### src/logic/dma_pkg.sv
package dma_pkg;

  ////////////////////////////////////////
  // Sizes

  // Channels sharing the one memory port
  localparam int dma_channels = 4;
  // Enough bits to name any channel
  localparam int dma_chan_w = 2;

  localparam int dma_addr_w = 16;
  localparam int dma_data_w = 32;
  // Word count per descriptor
  localparam int dma_len_w = 16;

  ////////////////////////////////////////
  // Descriptor register selects

  localparam logic [1:0] dma_reg_src = 2'd0;
  localparam logic [1:0] dma_reg_dst = 2'd1;
  // Length plus start bit
  localparam logic [1:0] dma_reg_ctrl = 2'd2;

  ////////////////////////////////////////
  // Engine sequencer states

  localparam int dma_st_w = 2;
  // Waiting for run and a request
  localparam logic [dma_st_w-1:0] dma_st_idle = 2'd0;
  // Source word fetched
  localparam logic [dma_st_w-1:0] dma_st_read = 2'd1;
  // Destination word written, step pulsed
  localparam logic [dma_st_w-1:0] dma_st_write = 2'd2;

  ////////////////////////////////////////
  // Host configuration word

  // Same 32 bits seen as an address (src/dst) or as a control word
  typedef union packed {
    struct packed {
      logic [dma_data_w-dma_addr_w-1:0] rsvd;
      logic [dma_addr_w-1:0]            addr;
    } addr;
    struct packed {
      // Arms the channel when length is nonzero
      logic                             start;
      logic [dma_data_w-dma_len_w-2:0]  rsvd;
      logic [dma_len_w-1:0]             len;
    } ctrl;
  } dma_cfg_word_t;

endpackage

### src/logic/dma_arb_rr.sv
module dma_arb_rr #(
  parameter int n = 4
) (
  input  logic [n-1:0] req,
  input  logic         en,
  input  logic [n-1:0] gnt,
  output logic [n-1:0] nxt_gnt
);

  ////////////////////////////////////////
  // Precedence masks

  // A one in mask[i][p] means requester p is served before i
  wire [n-1:0] mask [n];

  genvar i;
  genvar j;
  genvar k;

  for (i = 0; i < n; i++) begin : g_mask
    // A requester never blocks itself
    assign mask[i][i] = 1'b0;

    // Walk downward from i, wrapping, until the current holder is met
    for (j = 1; j < n; j++) begin : g_walk
      if (j == 1) begin : g_first
        // Neighbour just below us ranks higher unless it holds the grant
        assign mask[i][(i - j + n) % n] = ~gnt[(i - j + n) % n];
      end else begin : g_next
        // Keep filling ones only while the holder is still ahead
        assign mask[i][(i - j + n) % n] =
          mask[i][(i - j + 1 + n) % n] & ~gnt[(i - j + n) % n];
      end
    end
  end

  ////////////////////////////////////////
  // Next grant

  // Holder itself ends with the lowest priority
  for (k = 0; k < n; k++) begin : g_nxt
    // Win when nobody ahead is requesting
    // With no requests at all the old holder keeps the grant
    assign nxt_gnt[k] = en ?
      ((~|(mask[k] & req) & req[k]) | (~|req & gnt[k])) :
      gnt[k];
  end

endmodule

### src/logic/dma_channel.sv
module dma_channel #(
  parameter int chan_idx = 0
) (
  input  logic                            clk,
  input  logic                            arst_n,
  // Host configuration write
  input  logic                            cfg_we,
  input  logic [dma_pkg::dma_chan_w-1:0]  cfg_chan,
  input  logic [1:0]                      cfg_reg,
  input  dma_pkg::dma_cfg_word_t          cfg_wdata,
  // One pulse per word written for this channel
  input  logic                            step,
  output logic                            req,
  output logic [dma_pkg::dma_addr_w-1:0]  src_addr,
  output logic [dma_pkg::dma_addr_w-1:0]  dst_addr,
  output logic                            done
);

  import dma_pkg::*;

  ////////////////////////////////////////
  // Write decode

  logic                 sel;
  logic                 idle;
  logic                 wr_src;
  logic                 wr_dst;
  logic                 wr_start;
  logic                 last_step;
  logic [dma_len_w-1:0] remaining;

  // Only writes aimed at this channel count
  assign sel = cfg_we && (cfg_chan == dma_chan_w'(chan_idx));

  // Idle means no words left to move
  assign idle = !req;

  // Descriptor is frozen while a copy runs
  assign wr_src = sel && idle && (cfg_reg == dma_reg_src);
  assign wr_dst = sel && idle && (cfg_reg == dma_reg_dst);

  // Start with zero length falls through and does nothing
  assign wr_start = sel && idle && (cfg_reg == dma_reg_ctrl) &&
                    cfg_wdata.ctrl.start && (cfg_wdata.ctrl.len != '0);

  // Final word of the descriptor
  assign last_step = step && (remaining == dma_len_w'(1));

  ////////////////////////////////////////
  // Address counters

  always_ff @(posedge clk) begin
    if (wr_src) begin
      src_addr <= cfg_wdata.addr.addr;
    end else if (step) begin
      // Next source word
      src_addr <= src_addr + 1'b1;
    end

    if (wr_dst) begin
      dst_addr <= cfg_wdata.addr.addr;
    end else if (step) begin
      // Destinations ascend in step with the source
      dst_addr <= dst_addr + 1'b1;
    end
  end

  ////////////////////////////////////////
  // Length counter, request and done

  always_ff @(posedge clk or negedge arst_n) begin
    if (!arst_n) begin
      remaining <= '0;
      req       <= 1'b0;
      done      <= 1'b0;
    end else begin
      // Done is a single-cycle pulse by default
      done <= 1'b0;

      if (wr_start) begin
        remaining <= cfg_wdata.ctrl.len;
        // Request shows up the cycle after the ctrl write
        req       <= 1'b1;
      end else if (step) begin
        remaining <= remaining - 1'b1;
        if (last_step) begin
          // Drop out of arbitration and flag completion together
          req  <= 1'b0;
          done <= 1'b1;
        end
      end
    end
  end

endmodule

### src/logic/dma_engine.sv
module dma_engine (
  input  logic                                clk,
  input  logic                                arst_n,
  // Level from the host, gates new grants only
  input  logic                                run,
  // Channel side
  input  logic [dma_pkg::dma_channels-1:0]    req,
  input  logic [dma_pkg::dma_addr_w-1:0]      src_addr [dma_pkg::dma_channels],
  input  logic [dma_pkg::dma_addr_w-1:0]      dst_addr [dma_pkg::dma_channels],
  output logic [dma_pkg::dma_channels-1:0]    step,
  // Memory port, one-cycle read latency
  output logic                                mem_re,
  output logic                                mem_we,
  output logic [dma_pkg::dma_addr_w-1:0]      mem_addr,
  output logic [dma_pkg::dma_data_w-1:0]      mem_wdata,
  input  logic [dma_pkg::dma_data_w-1:0]      mem_rdata
);

  import dma_pkg::*;

  ////////////////////////////////////////
  // Arbitration

  logic [dma_channels-1:0] gnt;
  logic [dma_channels-1:0] nxt_gnt;
  logic                    arb_en;
  logic [dma_st_w-1:0]     state;

  // Arbitrate only between words, and only while run is high
  assign arb_en = run && (|req) && (state == dma_st_idle);

  dma_arb_rr #(
    .n (dma_channels)
  ) arb0 (
    .req     (req),
    .en      (arb_en),
    .gnt     (gnt),
    .nxt_gnt (nxt_gnt)
  );

  ////////////////////////////////////////
  // Grant register and sequencer

  always_ff @(posedge clk or negedge arst_n) begin
    if (!arst_n) begin
      // Last channel marked as last served, so channel 0 leads
      gnt   <= {1'b1, {(dma_channels-1){1'b0}}};
      state <= dma_st_idle;
    end else begin
      // Arbiter holds the old grant whenever it is not enabled
      gnt <= nxt_gnt;

      case (state)
        dma_st_idle: begin
          if (arb_en) begin
            state <= dma_st_read;
          end
        end
        // Read always takes exactly one cycle
        dma_st_read: begin
          state <= dma_st_write;
        end
        // After the write, back to arbitration
        default: begin
          state <= dma_st_idle;
        end
      endcase
    end
  end

  ////////////////////////////////////////
  // Granted channel addresses

  logic [dma_addr_w-1:0] gnt_src;
  logic [dma_addr_w-1:0] gnt_dst;

  // AND-OR mux driven by the one-hot grant
  always_comb begin
    gnt_src = '0;
    gnt_dst = '0;
    for (int c = 0; c < dma_channels; c++) begin
      if (gnt[c]) begin
        gnt_src = gnt_src | src_addr[c];
        gnt_dst = gnt_dst | dst_addr[c];
      end
    end
  end

  ////////////////////////////////////////
  // Memory port

  // Strobes decode straight from the state register
  assign mem_re = (state == dma_st_read);
  assign mem_we = (state == dma_st_write);

  always_comb begin
    case (state)
      dma_st_read: begin
        mem_addr = gnt_src;
      end
      dma_st_write: begin
        mem_addr = gnt_dst;
      end
      default: begin
        // Bus parked at zero between words
        mem_addr = '0;
      end
    endcase
  end

  // Read data arrives in the write cycle and goes straight back out
  assign mem_wdata = mem_rdata;

  // Step steered to the granted channel during its write
  assign step = mem_we ? gnt : '0;

endmodule

### src/logic/dma_top.sv
module dma_top (
  input  logic                              clk,
  input  logic                              arst_n,
  input  logic                              run,
  // Host configuration write
  input  logic                              cfg_we,
  input  logic [dma_pkg::dma_chan_w-1:0]    cfg_chan,
  input  logic [1:0]                        cfg_reg,
  input  dma_pkg::dma_cfg_word_t            cfg_wdata,
  // Memory port
  output logic                              mem_re,
  output logic                              mem_we,
  output logic [dma_pkg::dma_addr_w-1:0]    mem_addr,
  output logic [dma_pkg::dma_data_w-1:0]    mem_wdata,
  input  logic [dma_pkg::dma_data_w-1:0]    mem_rdata,
  // Per-channel status
  output logic [dma_pkg::dma_channels-1:0]  busy,
  output logic [dma_pkg::dma_channels-1:0]  done
);

  import dma_pkg::*;

  ////////////////////////////////////////
  // Channel to engine wiring

  logic [dma_channels-1:0] req;
  logic [dma_channels-1:0] step;
  logic [dma_addr_w-1:0]   src_addr [dma_channels];
  logic [dma_addr_w-1:0]   dst_addr [dma_channels];

  // A channel is busy exactly while it requests
  assign busy = req;

  ////////////////////////////////////////
  // Channels

  for (genvar i = 0; i < dma_channels; i++) begin : g_chan
    // Each channel decodes its own index from cfg_chan
    dma_channel #(
      .chan_idx (i)
    ) chan0 (
      .clk       (clk),
      .arst_n    (arst_n),
      .cfg_we    (cfg_we),
      .cfg_chan  (cfg_chan),
      .cfg_reg   (cfg_reg),
      .cfg_wdata (cfg_wdata),
      .step      (step[i]),
      .req       (req[i]),
      .src_addr  (src_addr[i]),
      .dst_addr  (dst_addr[i]),
      .done      (done[i])
    );
  end

  ////////////////////////////////////////
  // Shared engine

  dma_engine engine0 (
    .clk       (clk),
    .arst_n    (arst_n),
    .run       (run),
    .req       (req),
    .src_addr  (src_addr),
    .dst_addr  (dst_addr),
    .step      (step),
    .mem_re    (mem_re),
    .mem_we    (mem_we),
    .mem_addr  (mem_addr),
    .mem_wdata (mem_wdata),
    .mem_rdata (mem_rdata)
  );

endmodule

### config.mk
export PLATFORM = sky130hd
export DESIGN_NAME = dma_top
export DESIGN_NICKNAME = d
export VERILOG_FILES = /design/src/logic/dma_pkg.sv /design/src/logic/dma_arb_rr.sv /design/src/logic/dma_channel.sv /design/src/logic/dma_engine.sv /design/src/logic/dma_top.sv
export SDC_FILE = /design/constraint.sdc
export NUM_CORES = 1
export LEC_CHECK = 0
export BUFFER_PORTS_ARGS = -buffer_cell sky130_fd_sc_hd__buf_2
export CAP_MARGIN = 40
export CORE_ASPECT_RATIO = 0.8
export CORE_MARGIN = 2
export CORE_UTILIZATION = 40
export DETAILED_ROUTE_END_ITERATION = 12
export GPL_ROUTABILITY_DRIVEN = 0
export HOLD_SLACK_MARGIN = 0.06
export PLACE_DENSITY = 0.54
export SLEW_MARGIN = 20
export SYNTH_ARGS = -nofsm -noshare
export SYNTH_HDL_FRONTEND = slang
export SYNTH_SLANG_ARGS = --single-unit
### constraint.sdc
create_clock -name clk -period 2.75 [get_ports clk]
set_clock_uncertainty 0.15 [all_clocks]
set_input_delay 0.55 -clock clk [delete_from_list [all_inputs] [get_ports clk]]
set_output_delay 0.55 -clock clk [all_outputs]
set_load 0.005 [all_outputs]
==> impl_metrics.json <==
{
  "dp_hpwl_microns": 26800,
  "synthSimpleGateAreaFrac_pct": 22.3,
  "synthTopCellsByCount": "151 x nand2_1, 129 x nor2_1, 128 x edfxtp_1",
  "rows": 59,
  "setup_viol": 0,
  "ys_ff_latch": 206,
  "dp.cells": 1854,
  "grt_overflow_total": 0,
  "initial_utilization_pct": 40.6,
  "synth_compound_area_share_pct": 12.8,
  "rsz0062_at_grt": "true",
  "max-slew-margin-rel_pct": 49.1,
  "hold_viol_final": 0,
  "dp_slack_ps": 268,
  "ir_worst_vdd_uv": 380,
  "synthMuxAreaShare_pct": 3.73,
  "yosysMostFrequentCell": "nand2_1",
  "syn_nets": 1524,
  "fin_ws_ps": 10.8,
  "ctsLongestPathBuffers": 3,
  "hold_path_class": "primary input to flop",
  "drtIter0Drc": 1195,
  "ant_nets": 0,
  "drc_errors": 0,
  "io_buffers": 50,
  "netlist_area_sq_mm": 0.0132,
  "wl_per_cell_microns": 21.3,
  "place_area_sq_mm": 0.0140,
  "antenna_found_initial": 0,
  "finalCritPeriodShare_pct": 99.6,
  "stdcell_area_sq_mm": 0.0150,
  "fillers": 3104,
  "grt_pass1_wl_microns": 62200,
  "clkSinkCount": 206,
  "nNetsFinal": 1554,
  "tightestPinTransition_ps": 756,
  "power.total_mw": 11.6,
  "grtUsageTotal_pct": 23.2,
  "crit_arrival_ps": 2040,
  "maxCapViolations": 0,
  "leakagePower_nw": 5.34,
  "report.final.slew_viol_count": 0,
  "syn_area_per_cell_sq_um": 9.20,
  "fmax_ghz": 0.365,
  "yosysTopAreaCellShare_pct": 29.1,
  "async_flop_share_pct": 37.9,
  "fin_util_pct": 46.2,
  "core_area_sq_mm": 0.0325,
  "numCtsBuffers": 25,
  "synth_ff_type": "edfxtp_1",
  "p_per_area_mw_per_mm2": 772,
  "vias": 11000,
  "synth.area.top_cells": "edfxtp_1 29%, dfrtp_1 15%, xnor2_1 8.2%",
  "ys_types": 55,
  "path_class": "flop to output port",
  "status": "finished, final reports clean",
  "yosysWarnings": 0,
  "min_period_ps": 2740,
  "cts_htree_levels": 1,
  "antenna-diode-count": 0,
  "cts_root_buf": "clkbuf_16",
  "synth_top_family_by_area": "simple AND/OR/NAND/NOR gates",
  "die_x_microns": 207,
  "worstPathRequired_ps": 2050,
  "drt_first_pass_iters": 5,
  "end_kind": "output port",
  "io_pins": 130,
  "syn_inst": 1433,
  "syn_to_final_growth_pct": 13.9,
  "layout-drive-gt1-share_pct": 16.4,
  "fin_cells": 1909,
  "start_kind": "flop",
  "vias_per_cell": 5.74,
  "grt_pass1_vias": 10100,
  "cts_tree": "done",
  "synth-adder-area-share_pct": 1.80,
  "clock_latency_ps": 540,
  "dieHeight_microns": 166,
  "yosysTopAreaCell": "edfxtp_1",
  "drt-total-wl_microns": 40600,
  "worstPathMaxFanout": 19,
  "path_clk_slew_ps": 60,
  "synth_edf_count": 128,
  "dieArea_sq_mm": 0.0345,
  "ys_seq_area_share_pct": 43.9,
  "grt_max_degree": 44,
  "synth_xor_xnor_area_share_pct": 9.69
}
[where the power goes]
group / internal (mW) / leakage, nW / switching, mW / total (mW)
combinational: 1.63 / 2.86 / 2.10 / 3.73
clock: 1.97 / 0.399 / 1.38 / 3.34
sequential: 3.89 / 2.08 / 0.639 / 4.53
total: 7.49 / 5.34 / 4.11 / 11.6
[stage by stage]
stage	setup TNS (ps)	hold slack, ps
2_1_floorplan	0	104
3_3_place_gp	0	372
3_5_place_dp	0	384
4_1_cts	0	287
5_1_grt	-313	318
6_report	0	308
[registers in the layout, summed over array words and instances (netlist names)]
register                cells
g_chan.chan0.req            4
engine0.gnt                 4
g_chan.chan0.src_addr      64
g_chan.chan0.done           4
g_chan.chan0.remaining     64
g_chan.chan0.dst_addr      64
engine0.state               2
[kinds of logic (layout without fill, tap and decap cells)]
kind of cell | Yosys count | in the layout
AND/OR/NAND/NOR | 583 | 583
AO/OA/AOI/OAI | 275 | 275
flip-flops | 206 | 206
buffers and inverters | 160 | 209
XOR/XNOR | 146 | 146
multiplexers | 44 | 44
adder cells (fa/ha/maj) | 19 | 19
[metal layers]
metal | global-route usage (%) | share of wire [%] | wire length, microns
met5 | 0 | 0 | 0
met4 | 5.56 | 2.3 | 925
met3 | 4.34 | 7.3 | 2970
met2 | 34.2 | 43 | 17500
met1 | 34.8 | 47 | 19300
[cell usage in the layout (no fill, tap or decap), drive strengths merged, types with 4 or more instances in the layout]
master and n:
xnor2 123, a31oi 23, nand2 151, o31ai 15
and4 6, inv 41, mux2 41, dfrtp 77
a21o 4, nor2b 22, edfxtp 128, ha 19
a21oi 92, nor2 129, or3 28, nand2b 5
nand4 36, nand3b 4, or2 7, or4 16
nor4 40, nor3 62, clkbuf 34, xor2 23
nand3 49, buf 121, nor4bb 4, nand4b 9
clkinv 9, a22oi 80, o21ai 51
[critical path, cell delays in order (launching register included)]
cell	delay, ps
dfrtp_2	450
buf_12	180
a22oi_2	340
nand2_2	130
a22oi_2	200
nor2b_1	60
buf_2	120
[layout make-up]
| type | count | area (sq um) | share of cell area [%] |
|---|---|---|---|
| Timing Repair Buffer | 123 | 952 | 6.34 |
| Inverter | 40 | 150 | 1.00 |
| Clock buffer | 33 | 697 | 4.64 |
| Clock inverter | 13 | 116 | 0.775 |
| Sequential cell | 206 | 5800 | 38.6 |
| Multi-Input combinational cell | 1067 | 6770 | 45.1 |
| Tap cell | 427 | 534 | 3.56 |
[final timing paths]
kind / start / to / slack (ps) / depth (start not counted)
worst max-delay path: engine0.gnt[2] / mem_addr[15] / 10 / 6
worst min-delay path: run / engine0.state[0] / 310 / 4
worst max register to register: g_chan[2].chan0.remaining[8] / g_chan[2].chan0.req / 430 / 4
worst min register to register: engine0.state[0] / engine0.state[0] / 390 / 2
max in group asynchronous: arst_n / engine0.gnt[3] / 1380 / 3
min in group asynchronous: arst_n / g_chan[1].chan0.remaining[6] / 370 / 2
[what timing repair did]
action / CTS / global route
gates resized for setup: 20 / 11
buffers inserted: 4 / 3
cloned: 0 / 1
hold buffers: 1 / 0
endpoints found under the setup margin: 16 / 15
pin swaps: 2 / 9
endpoints found under the hold margin: 35 / 0
Note: power is estimated with default switching activity, not from simulation.
